## src/logic/wcache_pkg.sv

```systemverilog
package wcache_pkg;

   // one 32-bit word per front-end request
   localparam int FE_ADDR_W = 32;
   localparam int FE_DATA_W = 32;
   localparam int FE_NBYTES = FE_DATA_W / 8;
   localparam int FE_BYTE_W = $clog2(FE_NBYTES);

   // 64-bit AXI data bus on the back end
   localparam int BE_DATA_W = 64;
   localparam int BE_NBYTES = BE_DATA_W / 8;
   localparam int BE_BYTE_W = $clog2(BE_NBYTES);

   typedef struct packed {
      logic [FE_ADDR_W-FE_BYTE_W-1:0] addr;   // word address
      logic [FE_DATA_W-1:0]           wdata;
      logic [FE_NBYTES-1:0]           wstrb;
   } fe_req_t;

   typedef struct packed {
      logic [FE_ADDR_W-1:0] awaddr;
      logic [7:0]           awlen;
      logic [2:0]           awsize;
      logic [1:0]           awburst;
      logic                 awlock;
      logic [3:0]           awcache;
      logic [2:0]           awprot;
      logic [3:0]           awqos;
   } axi_aw_t;

   typedef struct packed {
      logic [BE_DATA_W-1:0] wdata;
      logic [BE_NBYTES-1:0] wstrb;
      logic                 wlast;
   } axi_w_t;

   typedef enum logic [1:0] {
      OKAY   = 2'b00,
      EXOKAY = 2'b01,
      SLVERR = 2'b10,
      DECERR = 2'b11
   } axi_resp_e;

   typedef enum logic [1:0] {
      ST_IDLE    = 2'd0,
      ST_ADDRESS = 2'd1,
      ST_WRITE   = 2'd2,
      ST_VERIFY  = 2'd3
   } wr_state_e;

endpackage
```

## src/logic/wt_write_path.sv

```systemverilog
module wt_write_path
   import wcache_pkg::*;
#(
   parameter int                  WBUF_DEPTH = 4,
   parameter int                  AXI_ID_W   = 1,
   parameter logic [AXI_ID_W-1:0] AXI_ID     = '0
)
(
   input  logic                clk,
   input  logic                reset,

   // cache front end
   input  logic                valid,
   input  fe_req_t             req,
   output logic                ready,
   output logic                drained,

   // AXI4 write
   output logic                awvalid,
   output axi_aw_t             aw,
   output logic [AXI_ID_W-1:0] awid,
   input  logic                awready,
   output logic                wvalid,
   output axi_w_t              w,
   input  logic                wready,
   input  logic                bvalid,
   input  axi_resp_e           bresp,
   output logic                bready
);

   fe_req_t head_req;
   logic    pending;
   logic    full;
   logic    empty;
   logic    pop;
   logic    idle;

   assign ready   = !full;
   assign drained = empty && idle;   // nothing queued, nothing in flight

   write_buffer #(
      .WBUF_DEPTH (WBUF_DEPTH)
   ) i_write_buffer (
      .clk      (clk),
      .reset    (reset),
      .push     (valid),
      .push_req (req),
      .pop      (pop),
      .head_req (head_req),
      .pending  (pending),
      .full     (full),
      .empty    (empty)
   );

   write_channel_axi #(
      .AXI_ID_W (AXI_ID_W),
      .AXI_ID   (AXI_ID)
   ) i_write_channel_axi (
      .clk     (clk),
      .reset   (reset),
      .pending (pending),
      .req     (head_req),
      .pop     (pop),
      .idle    (idle),
      .awvalid (awvalid),
      .aw      (aw),
      .awid    (awid),
      .awready (awready),
      .wvalid  (wvalid),
      .w       (w),
      .wready  (wready),
      .bvalid  (bvalid),
      .bresp   (bresp),
      .bready  (bready)
   );

endmodule

```

## src/logic/write_channel_axi.sv

```systemverilog
module write_channel_axi
   import wcache_pkg::*;
#(
   parameter int                  AXI_ID_W = 1,
   parameter logic [AXI_ID_W-1:0] AXI_ID   = '0
)
(
   input  logic                clk,
   input  logic                reset,

   // buffer side
   input  logic                pending,
   input  fe_req_t             req,
   output logic                pop,
   output logic                idle,

   // address phase
   output logic                awvalid,
   output axi_aw_t             aw,
   output logic [AXI_ID_W-1:0] awid,
   input  logic                awready,

   // data phase
   output logic                wvalid,
   output axi_w_t              w,
   input  logic                wready,

   // response phase
   input  logic                bvalid,
   input  axi_resp_e           bresp,
   output logic                bready
);

   localparam int LANE_W = BE_BYTE_W - FE_BYTE_W;
   localparam int LANES  = BE_DATA_W / FE_DATA_W;

   wr_state_e         state;
   wr_state_e         state_nxt;
   logic              resp_ok;
   logic [LANE_W-1:0] lane;

   assign resp_ok  = bvalid && (bresp == OKAY);

   // address bit 2 picks the 32-bit half of the bus
   assign lane = req.addr[LANE_W-1:0];

   always_comb
   begin
      aw.awaddr  = {req.addr[FE_ADDR_W-FE_BYTE_W-1:LANE_W], {BE_BYTE_W{1'b0}}};
      aw.awlen   = 8'd0;             // single beat
      aw.awsize  = 3'(BE_BYTE_W);    // full bus width
      aw.awburst = 2'd0;
      aw.awlock  = 1'b0;
      aw.awcache = 4'b0011;
      aw.awprot  = 3'd0;
      aw.awqos   = 4'd0;
   end

   assign awid = AXI_ID;

   always_comb
   begin
      w.wdata = {LANES{req.wdata}};   // word copied to every lane
      w.wstrb = BE_NBYTES'(req.wstrb) << (lane * FE_NBYTES);
      w.wlast = wvalid;
   end

   always_comb
   begin
      state_nxt = state;
      case (state)
         ST_IDLE:
         begin
            if (pending)
            begin
               state_nxt = ST_ADDRESS;
            end
         end
         ST_ADDRESS:
         begin
            if (!pending)
            begin
               state_nxt = ST_IDLE;   // last entry was just popped
            end
            else if (awready)
            begin
               state_nxt = ST_WRITE;
            end
         end
         ST_WRITE:
         begin
            if (wready)
            begin
               state_nxt = ST_VERIFY;
            end
         end
         ST_VERIFY:
         begin
            // next head after OKAY or same entry after an error
            if (bvalid)
            begin
               state_nxt = ST_ADDRESS;
            end
         end
         default:
         begin
            state_nxt = ST_IDLE;
         end
      endcase
   end

   always_ff @(posedge clk or posedge reset)
   begin
      if (reset)
      begin
         state <= ST_IDLE;
      end
      else
      begin
         state <= state_nxt;
      end
   end

   // pending cannot fall while in ST_ADDRESS with an entry, so awvalid holds until accepted
   assign awvalid = (state == ST_ADDRESS) && pending;
   assign wvalid  = (state == ST_WRITE);
   assign bready  = (state == ST_VERIFY);
   assign pop     = (state == ST_VERIFY) && resp_ok;
   assign idle    = (state == ST_IDLE);

endmodule

```

## src/logic/write_buffer.sv

```systemverilog
module write_buffer
   import wcache_pkg::*;
#(
   parameter int WBUF_DEPTH = 4
)
(
   input  logic    clk,
   input  logic    reset,

   input  logic    push,
   input  fe_req_t push_req,
   input  logic    pop,

   output fe_req_t head_req,
   output logic    pending,
   output logic    full,
   output logic    empty
);

   localparam int PTR_W = (WBUF_DEPTH > 1) ? $clog2(WBUF_DEPTH) : 1;
   localparam int CNT_W = $clog2(WBUF_DEPTH + 1);

   fe_req_t          mem [WBUF_DEPTH];
   logic [PTR_W-1:0] wr_ptr;
   logic [PTR_W-1:0] rd_ptr;
   logic [CNT_W-1:0] count;
   logic             do_push;
   logic             do_pop;

   function automatic logic [PTR_W-1:0] next_ptr(input logic [PTR_W-1:0] ptr);
      if (ptr == PTR_W'(WBUF_DEPTH - 1))
      begin
         return '0;
      end
      return ptr + 1'b1;
   endfunction

   // front end only sees an accept while there is room
   assign do_push = push && !full;
   assign do_pop  = pop && !empty;

   assign empty   = (count == '0);
   assign full    = (count == CNT_W'(WBUF_DEPTH));
   assign pending = !empty;

   assign head_req = mem[rd_ptr];   // held until popped, so a retry resends the same entry

   always_ff @(posedge clk)
   begin
      if (do_push)
      begin
         mem[wr_ptr] <= push_req;
      end
   end

   always_ff @(posedge clk or posedge reset)
   begin
      if (reset)
      begin
         wr_ptr <= '0;
         rd_ptr <= '0;
         count  <= '0;
      end
      else
      begin
         if (do_push)
         begin
            wr_ptr <= next_ptr(wr_ptr);
         end
         if (do_pop)
         begin
            rd_ptr <= next_ptr(rd_ptr);
         end

         // push and pop together leave the count alone
         case ({do_push, do_pop})
            2'b10:
            begin
               count <= count + 1'b1;
            end
            2'b01:
            begin
               count <= count - 1'b1;
            end
            default:
            begin
               count <= count;
            end
         endcase
      end
   end

endmodule

```

## config.mk

```make
export PLATFORM = sky130hd
export DESIGN_NAME = wt_write_path
export DESIGN_NICKNAME = d
export VERILOG_FILES = /design/src/logic/wcache_pkg.sv /design/src/logic/wt_write_path.sv /design/src/logic/write_channel_axi.sv /design/src/logic/write_buffer.sv
export SDC_FILE = /design/constraint.sdc
export NUM_CORES = 1
export LEC_CHECK = 0
export ABC_AREA = 1
export BUFFER_PORTS_ARGS = -buffer_cell sky130_fd_sc_hd__buf_2
export CAP_MARGIN = 20
export CORE_MARGIN = 1.5
export CORE_UTILIZATION = 44
export DETAILED_ROUTE_END_ITERATION = 6
export GPL_TIMING_DRIVEN = 0
export PLACE_DENSITY = 0.66
export SETUP_SLACK_MARGIN = 0.15
export SYNTH_ARGS = -nofsm -noshare
export SYNTH_HDL_FRONTEND = slang
export SYNTH_SLANG_ARGS = --single-unit
```

## constraint.sdc

```tcl
create_clock -name clk -period 5.4 [get_ports clk]
set_input_delay 0.54 -clock clk [delete_from_list [all_inputs] [get_ports clk]]
set_output_delay 0.54 -clock clk [all_outputs]
set_load 0.02 [all_outputs]
```

== Yosys cells after proc, flatten, opt, wreduce, memory -nomap -nowiden ==
Memories as Yosys holds them, arrays and structs flattened.
Cells that the tools add are included.

* Register bits: 9
* Output and inout port bits: 136
* Memories: 1
* Bits in writable memories: 264
* Bits of input ports: 74
* Word-level logic and storage cells: 52

* Add/sub/neg operators: 4
* Multiplexer cells: 17
* Shift operators: 1
* Reductions and logical operators: 13
* Eq/ne operators: 12

{| class="wikitable"
|+ Memory list
! name !! depth !! width !! rd ports !! clocked after memory_dff !! write ports !! RTL line !! source
|-
| i_write_buffer.mem || 4 || 66 || 1 || 0 || 1 || write_buffer.sv:23 || <nowiki>fe_req_t mem [WBUF_DEPTH];</nowiki>
|}

{| class="wikitable"
|+ Operator list
! kind !! count
|-
| 2-bit 2-to-1 mux || 9
|-
| 2-bit equality test (second input constant) || 5
|-
| 2-bit case mux with 4 select lines || 1
|-
| 4-bit by 3-bit << shifter with 8-bit output || 1
|-
| 1-bit logical AND || 6
|-
| 1-bit 2-to-1 mux || 6
|-
| 3-bit case mux with 2 select lines || 1
|-
| 2-bit by 1-bit adder with 2-bit output (second input constant) || 2
|-
| 2-bit by 1-bit equality test with 1-bit output (second input constant) || 2
|-
| 2-bit logical NOT || 2
|-
| 2-bit inequality test (second input constant) || 2
|-
| 4-bit AND reduction || 1
|-
| 3-bit by 1-bit adder with 3-bit output (second input constant) || 1
|-
| 3-bit equality test (second input constant) || 1
|-
| 3-bit logical NOT || 1
|-
| 3-bit inequality test (second input constant) || 1
|-
| 3-bit by 1-bit subtractor with 3-bit output (second input constant) || 1
|-
| 1-bit logical NOT || 2
|-
| 2-bit by 1-bit inequality test with 1-bit output (second input constant) || 1
|-
| 2-bit nonzero test || 1
|}

== Depth between registers and ports, before layout ==
Gate-level depths: netlist of the first run.

* Depth in word-level cells: 6
* Depth in mapped cells: 11
* Depth with buffers taken out: 11

== Modules after synthesis ==
Synthesis of the first run repeated with hierarchy kept, for this count alone.

* Cell total of the unflattened synthesis: 1016
* Area total of the unflattened synthesis: 12665.9 um2

{| class="wikitable"
|+ By module, submodules not included
! module !! cells each !! sequential area each (um2) !! area an instance (um2) !! instances
|-
| write_buffer || 833 || 8102.8 || 11413.4 || 1
|-
| write_channel_axi || 180 || 50.0 || 1241.2 || 1
|-
| wt_write_path || 3 || 0.0 || 11.3 || 1
|}

== Worst setup path before layout of the first run ==
Ideal clock, no wire load.

* Path type: flip-flop to flip-flop
* Start: reg i_write_buffer.count[0]
* End: mem i_write_buffer.mem[0][0] (netlist bit) (enable)
* Data arrival time: 3.551 ns
* Path slack: 1.358 ns
* Setup time: 0.491 ns
* Buffers on the path: 0
* Clock period less this slack: 4.042 ns
* Stages on the path, launching flop included: 5
* Cell sequence: dfrtp_1 nor2_1 nand2_1 nand2_2 nor2_1

* Cells in the longest elaborated chain, start to end: 5

{| class="wikitable"
|+ Ends and longest elaborated chain
! element !! RTL line !! source
|-
| start, declared || write_buffer.sv:26 || <nowiki>logic [CNT_W-1:0] count;</nowiki>
|-
| start signal, assigned || write_buffer.sv:79 || <nowiki>count <= count + 1'b1;</nowiki>
|-
| start signal, assigned || write_buffer.sv:83 || <nowiki>count <= count - 1'b1;</nowiki>
|-
| start signal, assigned || write_buffer.sv:87 || <nowiki>count <= count;</nowiki>
|-
| 3-bit equality test || write_buffer.sv:43 || <nowiki>assign full = (count == CNT_W'(WBUF_DEPTH));</nowiki>
|-
| 1-bit logical NOT || -- ||
|-
| named net ready || wt_write_path.sv:15 || <nowiki>output logic ready,</nowiki>
|-
| 1-bit logical AND || write_buffer.sv:39 || <nowiki>assign do_push = push && !full;</nowiki>
|-
| 1-bit 2-to-1 mux || write_buffer.sv:50 || <nowiki>if (do_push)</nowiki>
|-
| 1-bit 2-to-1 mux (implied by the code) || write_buffer.sv:52 || <nowiki>mem[wr_ptr] <= push_req;</nowiki>
|-
| end, declared || write_buffer.sv:23 ||
|}

The timed path passes the listed nets, and every way through them passes these cells.

==> results.json, run 1 <==
{
  "grtUsageTotal_pct": 18.2,
  "ys_top_cells_by_area": "edfxtp_1, o21ai_0, nor2_1, buf_4, o22ai_1",
  "ios": 210,
  "required_ps": 4860,
  "power_frac_comb_pct": 44.3,
  "grt_pass1_wl_um": 35900,
  "postCtsSetupBuffers": 0,
  "setup_ws_ps": 2530,
  "postSynthAreaPerCell_um2": 13.6,
  "grt_max_degree": 29,
  "num_rows": 57,
  "cp.arrival_ps": 2330,
  "synth_seq_area_share_pct": 74.0,
  "pre_cts_ws_ps": 3060,
  "nNetsFinal": 1144,
  "finalCriticalPeriod_ps": 2870,
  "overflow": 0,
  "final_max_slew_viol_count": 0,
  "die_h_um": 161,
  "crit_path_max_fanout": 10,
  "clkTransAtPathRegs_ps": 60,
  "yosysMostFrequentCell": "edfxtp_1",
  "crit_chain": "inv_2 > buf_4 > clkbuf_2 > o21ai_0 > o22ai_1 > buf_4 > buf_2",
  "drive_above_1_share_pct": 31.5,
  "dp_hpwl_um": 15600,
  "first_pass_iters": 4,
  "start_kind": "register",
  "die_x_um": 161,
  "synth-seq-cells": 273,
  "port_buffers": 180,
  "clock_path_buffers": 3,
  "die_area_um2": 26000,
  "clockPowerShare_pct": 21.7,
  "synth_common_cells": "edfxtp_1, nor2_1, o21ai_0",
  "p_leak_nw": 5.21,
  "netlist_area_um2": 11000,
  "wl_per_cell_um": 17.0,
  "synth_edf_count": 264,
  "cts_tree": "done",
  "yosysTopAreaCell": "edfxtp_1",
  "path_buf_inv": 5,
  "initial_utilization_pct": 45.0,
  "yosysTopAreaCellShare_pct": 72.0,
  "viasPerCell": 4.90,
  "postRouteAntennaNets": 0,
  "finalHoldViolCount": 0,
  "antenna_found_initial": 4,
  "fmax_mhz": 348,
  "drtIter0Drc": 362,
  "critPathMaxStageDelay_ps": 470,
  "worst_pin_slew_ps": 796,
  "ctsHtreeMaxLevel": 1,
  "cts_hold_buf": 1,
  "worstSetupEndpointType": "primary output",
  "cap_violations": 0,
  "synth_ff_type": "edfxtp_1",
  "clock_sinks": 273,
  "maxSlewHeadroom_pct": 46.8,
  "clk_latency_ps": 530,
  "finalCritPeriodShare_pct": 53.2,
  "cellPowerDensity_nw_per_um2": 625,
  "critPathKind": "reg -> out",
  "internal_power_w": 0.00515,
  "fin_skew_ps": 7.92,
  "drc": 0,
  "yosys_warnings": 0,
  "place_congestion": 0.731,
  "switching_share_pct": 39.3,
  "drt-total-wl_um": 23900,
  "cts-resized-gates": 0,
  "cts_root_buffer": "clkbuf_16",
  "cp_common_cell": "buf_4",
  "grt_pass1_vias": 6523,
  "p_sw_w": 0.00334,
  "setup-violations-final": 0,
  "vias": 6888,
  "crit_family": "buffers and inverters",
  "p_total_w": 0.00849,
  "synthArstFlopShare_pct": 3.30,
  "critPathSlowestCell": "dfrtp_1",
  "ys_types": 27,
  "hold_path.class": "in -> reg",
  "status": "finished clean",
  "rsz0062_at_grt": "no",
  "seq_power_share_pct": 33.9,
  "area_delta_synth_final_pct": 23.3,
  "cts_buffers": 28,
  "postSynthCellCount": 811,
  "core_area_um2": 24500,
  "vdd_drop_max_mv": 0.343
}
## metrics by stage
step           instance area [um2]  hold WS, ps  utilization (%)  TNS [ps]  cells
4_1_cts                      13600          191             55.5         0   1403
3_3_place_gp                 12400          486             50.8   -213440   1342
6_report                     13600          216             55.5         0   1407
5_1_grt                      13600          197             55.5         0   1405
3_5_place_dp                 12700          485             51.8         0   1351
2_1_floorplan                11100          368                -         0    838
## final cells by class
cell class                      count  area (um2)
Antenna cell                        4        10.0
Buffer                            105         759
Clock buffer                       30         729
Clock inverter                     21         169
Fill cell                        2026       10900
Inverter                           29         116
Multi-Input combinational cell    431        2120
Sequential cell                   273        8150
Tap cell                          324         405
Timing Repair Buffer              190        1120
## layout by cell type, fill, tap and decap left out, drive strengths merged
| cell type | synthesis | final |
|---|---|---|
| a21oi | 5 | 5 |
| xnor2 | 1 | 1 |
| o21ai | 127 | 127 |
| ha | 11 | 11 |
| clkinvlp | 0 | 4 |
| dlygate4sd3 | 0 | 1 |
| nand3 | 12 | 12 |
| conb | 2 | 29 |
| nand4 | 1 | 1 |
| edfxtp | 264 | 264 |
| o22ai | 61 | 61 |
| dfrtp | 9 | 9 |
| bufinv | 0 | 2 |
| o211ai | 1 | 1 |
| clkbuf | 17 | 47 |
| clkinv | 0 | 15 |
| nor2 | 142 | 142 |
| fa | 1 | 1 |
| buf | 88 | 277 |
| inv | 29 | 29 |
| xor2 | 1 | 1 |
| nand2 | 39 | 39 |
| diode | 0 | 4 |
## power groups by stage
stage	Clock (W)	Combinational [W]	Sequential [W]
after floorplan	0	0.00247	0.00294
after global placement	0	0.00365	0.00300
after detailed placement	0	0.00380	0.00293
after CTS	0.00188	0.00382	0.00288
after global routing	0.00197	0.00408	0.00291
final	0.00185	0.00376	0.00288
## registers in the layout, indices dropped and copies added (netlist names)
name and cells:
i_write_buffer.count 3, i_write_buffer.mem 264, i_write_buffer.wr_ptr 2, i_write_buffer.rd_ptr 2
i_write_channel_axi.state 2
## cells by family (layout without fill, tap and decap cells)
group                      count (synthesis)  count (layout)  share of synthesized area [%]
AOI/OAI and AO/OA                        194             194                           9.57
xor gates and xnor gates                   2               2                          0.159
adders and majority gates                 12              12                           1.43
buffers and inverters                    134             375                           7.95
DFF                                      273             273                           74.0
other                                      2              33                         0.0682
and+or+nand+nor                          194             194                           6.81
## layer usage
layer | GRT usage, % | part of all wire (%) | vias up
met2 | 31.4 | 49 | 201
met4 | 5.30 | 2.4 | 0
li1 | - | - | 3356
met3 | 3.36 | 5.6 | 33
met5 | 0.189 | 0 | -
met1 | 23.5 | 43 | 3298
## path summary, 6_finish.rpt
check / depth (start not counted) / slack, ps / start / to
max: 7 / 2530 / i_write_buffer.rd_ptr[1] / w[54]
min: 1 / 220 / req[33] / i_write_buffer.mem[0][33]
max reg2reg: 6 / 3170 / i_write_buffer.count[1] / i_write_buffer.mem[1][38]
min reg2reg: 1 / 500 / i_write_buffer.count[0] / i_write_buffer.count[0]
max in group asynchronous: 3 / 4630 / reset / i_write_buffer.count[0]
min in group asynchronous: 3 / 510 / reset / i_write_buffer.count[1]
Power figures use the tool's default switching activity.
==> run 2, diff against run 1 <==
PLACE_DENSITY = 0.68   (was 0.66)
clock period = 2.38 ns   (was 5.4 ns; I/O delays follow)
==> run 2 against run 1 <==
Final area grew 13%. First-iteration DRC count increased by 8.6%. Clock power grew 110%. Via count is 7.5% higher. Sequential cell count unchanged. Register-to-register slack lost 2900 ps. Non-clock buffer count up 82. Clock skew up 8.5 ps. Die area stayed put. Sequential power increased by 130%. Final cell count rose by 5.4%. Critical path depth grew 1. Critical endpoint is now w[68]. Largest cell class unchanged.
==> results.json, run 2 (synthesis gave the netlist of run 1 again) <==
{
  "crit-reg2reg-launch": "i_write_buffer.wr_ptr[0]",
  "setup-violations-final": 0,
  "drtIter0Drc": 393,
  "overflow": 0,
  "p_leak_nw": 5.85,
  "r2r_end": "i_write_buffer.mem[0][15]",
  "crit_chain": "buf_12 > clkinv_8 > buf_12 > clkbuf_16 > nor2_2 > o22ai_1 > buf_4 > buf_4",
  "drc": 0,
  "ios": 210,
  "cts_buffers": 27,
  "critPathKind": "reg -> out",
  "final_max_slew_viol_count": 0,
  "required_ps": 2140,
  "n_antenna_cell": 0,
  "regMostFlops": "i_write_buffer.mem",
  "clock_sinks": 273,
  "die_x_um": 161,
  "hp-start": "awready",
  "finalSetupTns_ps": 0,
  "place_congestion": 0.697,
  "dp_hpwl_um": 15700,
  "regArea_um2": 8160,
  "cellPowerDensity_nw_per_um2": 1400,
  "finalCritPeriodShare_pct": 94.1,
  "nNetsFinal": 1226,
  "cts_root_buffer": "clkbuf_16",
  "vias": 7404,
  "critPathMaxStageDelay_ps": 410,
  "core_area_um2": 24500,
  "min_to": "i_write_channel_axi.state[1]",
  "rsz0062_at_grt": "yes",
  "final_common_cell": "edfxtp_1",
  "cts_tree": "done",
  "port_buffers": 180,
  "clk_latency_ps": 540,
  "finalHoldViolCount": 0,
  "drt-total-wl_um": 26200,
  "start_kind": "register",
  "grt_pass1_vias": 7292,
  "die_h_um": 161,
  "hold_path.class": "in -> reg",
  "clock_path_buffers": 3,
  "cap_violations": 0,
  "antenna_found_initial": 0,
  "status": "finished clean",
  "placed_area_um2": 12700,
  "die_area_um2": 26000,
  "area_delta_synth_final_pct": 38.7,
  "final_cell_mix": "edfxtp_1, buf_2, buf_4",
  "maxSlewHeadroom_pct": 40.5,
  "finalCriticalPeriod_ps": 2240,
  "num-fill-cells": 1875,
  "worstSetupEndpointType": "primary output",
  "reg2reg_depth": 5,
  "top_regs": "i_write_buffer.mem: 264 flops, i_write_buffer.count: 3 flops",
  "multi_input_area_um2": 2660,
  "critPathSlowestCell": "dfrtp_1",
  "design_area_um2": 15300,
  "fmax_mhz": 447,
  "grtUsageTotal_pct": 19.9,
  "crit_path_max_fanout": 8,
  "grt_pass1_wl_um": 39800,
  "initial_utilization_pct": 45.0,
  "viasPerCell": 4.99,
  "cp.arrival_ps": 2000,
  "first_pass_iters": 7,
  "setup_ws_ps": 142,
  "postRouteAntennaNets": 0,
  "fin_skew_ps": 16.4,
  "vdd_drop_max_mv": 0.938,
  "worst_pin_slew_ps": 891,
  "pre_cts_ws_ps": 133,
  "ctsHtreeMaxLevel": 1,
  "wl_per_cell_um": 17.7,
  "clkTransAtPathRegs_ps": 60,
  "largest_register_ffs": 264,
  "drive_above_1_share_pct": 40.1,
  "hold_depth": 5,
  "r2r_setup_slack_ps": 320,
  "num_rows": 57,
  "grt_max_degree": 28
}
run 2: worst max-delay path: cells and delay by family, from the launching register on:
kind / cells / cell delay, ps
buf+inv: 6 / 810
flops: 1 / 410
compound gates: 1 / 190
simple gates: 1 / 40
run 2: area by class of cell:
cell class | instances | share of cell area [%]
buffer | 103 | 6.30
clock buffer | 34 | 4.59
clock inverter | 14 | 0.581
inverter | 29 | 0.827
multi-input combinational | 432 | 17.4
sequential | 273 | 53.4
tap | 324 | 2.65
timing repair buffer | 274 | 14.3
run 2: power breakdown:
group	internal, W	switching, W
Combinational	0.00457	0.00637
Clock	0.00218	0.00166
Sequential	0.00632	0.000291
Total	0.0131	0.00833
run 2: metrics by stage:
stage | cells | utilization, % | hold slack, ps | power, W
detailed placement | 1351 | 51.8 | 227 | 0.0153
global placement | 1342 | 50.8 | 238 | 0.0150
CTS | 1477 | 60.2 | 49.0 | 0.0204
global route | 1483 | 62.5 | 81.6 | 0.0225
floorplan | 838 | - | 65.9 | 0.0122
finish | 1483 | 62.5 | 58.5 | 0.0214
run 2: layer usage:
layer	routed length, um	vias up	track usage, %
li1	-	3529	-
met1	11300	3614	26.3
met2	13100	224	34.3
met3	1410	37	3.00
met4	476	0	5.39
met5	0	-	0
run 2: timing repair:
item                       CTS  global route
setup buffers                6             6
gates resized for setup    125           195
pin swaps                   24            25
hold endpoints to repair   273             0
cloned                       5             2
setup endpoints to repair  104           124
hold buffers                67             0
run 2: worst max-delay path by stage:
stage	start	to	slack, ps	depth (start not counted)
6_report	i_write_buffer.rd_ptr[0]	w[68]	140	8
5_1_grt	i_write_buffer.rd_ptr[0]	w[46]	70	8
4_1_cts	i_write_buffer.rd_ptr[0]	w[62]	110	8
3_5_place_dp	i_write_buffer.count[0]	i_write_buffer.mem[2][22]	130	6
3_3_place_gp	i_write_buffer.count[0]	i_write_buffer.mem[0][22]	-1950	4
2_1_floorplan	i_write_buffer.count[0]	i_write_buffer.mem[0][0]	-580	4
==> run 3, diff against run 2 <==
CTS_BUF_LIST = sky130_fd_sc_hd__clkbuf_16   (was not set)
==> run 3 against run 2 <==
Via count about the same. Sequential share of layout area is the same. Clock power hardly changed. Register-to-register slack barely moved. Count of clock-buffer cells in the layout fell by 7. Worst hold slack worse by 0.77 ps. Core utilization is the same. Clock skew is essentially flat. Critical path depth did not move. Sequential power about the same. Die area stayed put. First-iteration DRC count shrank 6.1%. Critical path type unchanged. Largest cell class unchanged. Highest routed layer unchanged.
==> results.json, run 3 (synthesis gave the netlist of run 1 again) <==
{
  "drt-total-wl_um": 26200,
  "setup_ws_ps": 141,
  "ctsHtreeMaxLevel": 1,
  "fin_skew_ps": 16.4,
  "fmax_mhz": 447,
  "final_max_slew_viol_count": 0,
  "dp_hpwl_um": 15700,
  "cellPowerDensity_nw_per_um2": 1400,
  "vdd_drop_max_mv": 0.938,
  "setup-violations-final": 0,
  "clockPowerShare_pct": 17.9,
  "port_buffers": 180,
  "p_leak_nw": 5.88,
  "num_rows": 57,
  "finalCritPeriodShare_pct": 94.1,
  "drtIter0Drc": 369,
  "cts_buffers": 27,
  "postRouteAntennaNets": 0,
  "crit-reg2reg-launch": "i_write_buffer.wr_ptr[0]",
  "pre_cts_ws_ps": 133,
  "die_area_um2": 26000,
  "finalHoldViolCount": 0,
  "cts_tree": "done",
  "cp.arrival_ps": 2000,
  "required_ps": 2140,
  "clk_latency_ps": 540,
  "status": "finished clean",
  "grt_max_degree": 28,
  "drive_above_1_share_pct": 40.1,
  "core_area_um2": 24500,
  "start_kind": "register",
  "grt_pass1_wl_um": 39700,
  "n_antenna_cell": 0,
  "critPathKind": "reg -> out",
  "p_sw_w": 0.00833,
  "hold_depth": 5,
  "wl_per_cell_um": 17.6,
  "r2r_setup_slack_ps": 320,
  "r2r_end": "i_write_buffer.mem[0][15]",
  "power_frac_comb_pct": 51.2,
  "min_to": "i_write_channel_axi.state[1]",
  "grt_pass1_vias": 7291,
  "clock_path_buffers": 3,
  "p_total_w": 0.0214,
  "top_regs": "i_write_buffer.mem: 264 flops, i_write_buffer.count: 3 flops",
  "final_common_cell": "edfxtp_1",
  "num-fill-cells": 1877,
  "finalSetupTns_ps": 0,
  "design_area_um2": 15300,
  "regMostFlops": "i_write_buffer.mem",
  "area_delta_synth_final_pct": 38.7,
  "maxSlewHeadroom_pct": 40.1,
  "initial_utilization_pct": 45.0,
  "overflow": 0,
  "vias": 7405,
  "seq_power_share_pct": 30.9,
  "place_congestion": 0.697,
  "switching_share_pct": 39.0,
  "viasPerCell": 4.99,
  "internal_power_w": 0.0130,
  "final_cell_mix": "edfxtp_1, buf_2, buf_4",
  "worst_pin_slew_ps": 896,
  "clkTransAtPathRegs_ps": 60,
  "antenna_found_initial": 0,
  "worstSetupEndpointType": "primary output",
  "drc": 0,
  "die_x_um": 161,
  "hold_path.class": "in -> reg",
  "finalCriticalPeriod_ps": 2240,
  "cts_root_buffer": "clkbuf_16",
  "crit_path_max_fanout": 8,
  "largest_register_ffs": 264,
  "grtUsageTotal_pct": 19.9,
  "ios": 210,
  "nNetsFinal": 1226,
  "cap_violations": 0,
  "die_h_um": 161,
  "first_pass_iters": 5,
  "placed_area_um2": 12700,
  "hp-start": "awready",
  "rsz0062_at_grt": "yes",
  "clock_sinks": 273,
  "reg2reg_depth": 5
}
run 3: cell count changes in the layout (fill, tap and decap cells not counted), sizes merged:
cell,delta
inv,+7
clkbuf,-7
run 3: worst max-delay path: stages (launching register included):
cell and delay [ps]:
dfrtp_1 410, buf_12 160, clkinv_8 70, buf_12 140, clkbuf_16 170, nor2_2 40, o22ai_1 190, buf_4 140
buf_4 130
run 3: layout make-up:
cell class	instances	area (um2)	area share, %
plain buffers	103	962	6.30
clock buffers	27	676	4.42
repair buffers	274	2180	14.3
well taps	324	405	2.65
flip-flops and latches	273	8160	53.4
clock inverters	21	115	0.753
inverters	29	126	0.827
multi-input cells	432	2660	17.4
run 3: power by group through the flow:
stage / combinational [W] / clock [W] / sequential [W]
2_1_floorplan: 0.00562 / 0 / 0.00663
3_3_place_gp: 0.00828 / 0 / 0.00673
3_5_place_dp: 0.00863 / 0 / 0.00665
4_1_cts: 0.00994 / 0.00390 / 0.00656
5_1_grt: 0.0117 / 0.00409 / 0.00669
6_report: 0.0109 / 0.00382 / 0.00661
run 3: how the worst max path moves through the flow:
stage | from | to | slack, ps | cells after the start
final | i_write_buffer.rd_ptr[0] | w[68] | 140 | 8
after global routing | i_write_buffer.rd_ptr[0] | w[46] | 70 | 8
after global placement | i_write_buffer.count[0] | i_write_buffer.mem[0][22] | -1950 | 4
after detailed placement | i_write_buffer.count[0] | i_write_buffer.mem[2][22] | 130 | 6
after CTS | i_write_buffer.rd_ptr[0] | w[62] | 110 | 8
after floorplan | i_write_buffer.count[0] | i_write_buffer.mem[0][0] | -580 | 4
run 3: routing by layer:
metal | wire (um) | vias up | track usage [%]
met1 | 11100 | 3598 | 26.2
met2 | 13100 | 238 | 34.3
met3 | 1490 | 39 | 3.00
met5 | 0 | - | 0
met4 | 493 | 0 | 5.39
li1 | - | 3530 | -
run 3: per-stage QoR:
step | hold WS [ps] | utilization, % | instances
after floorplan | 65.9 | - | 838
after global placement | 238 | 50.8 | 1342
after detailed placement | 227 | 51.8 | 1351
final | 57.7 | 62.5 | 1483
after global routing | 81.6 | 62.5 | 1483
after CTS | 49.0 | 60.2 | 1477
run 3: timing repair:
item,4_1_cts,5_1_grt
setup endpoints to repair,104,122
endpoints found under the hold margin,273,0
setup buffers,6,6
cloned,5,2
gates resized for setup,125,195
pin swaps,24,25
hold buffers,67,0
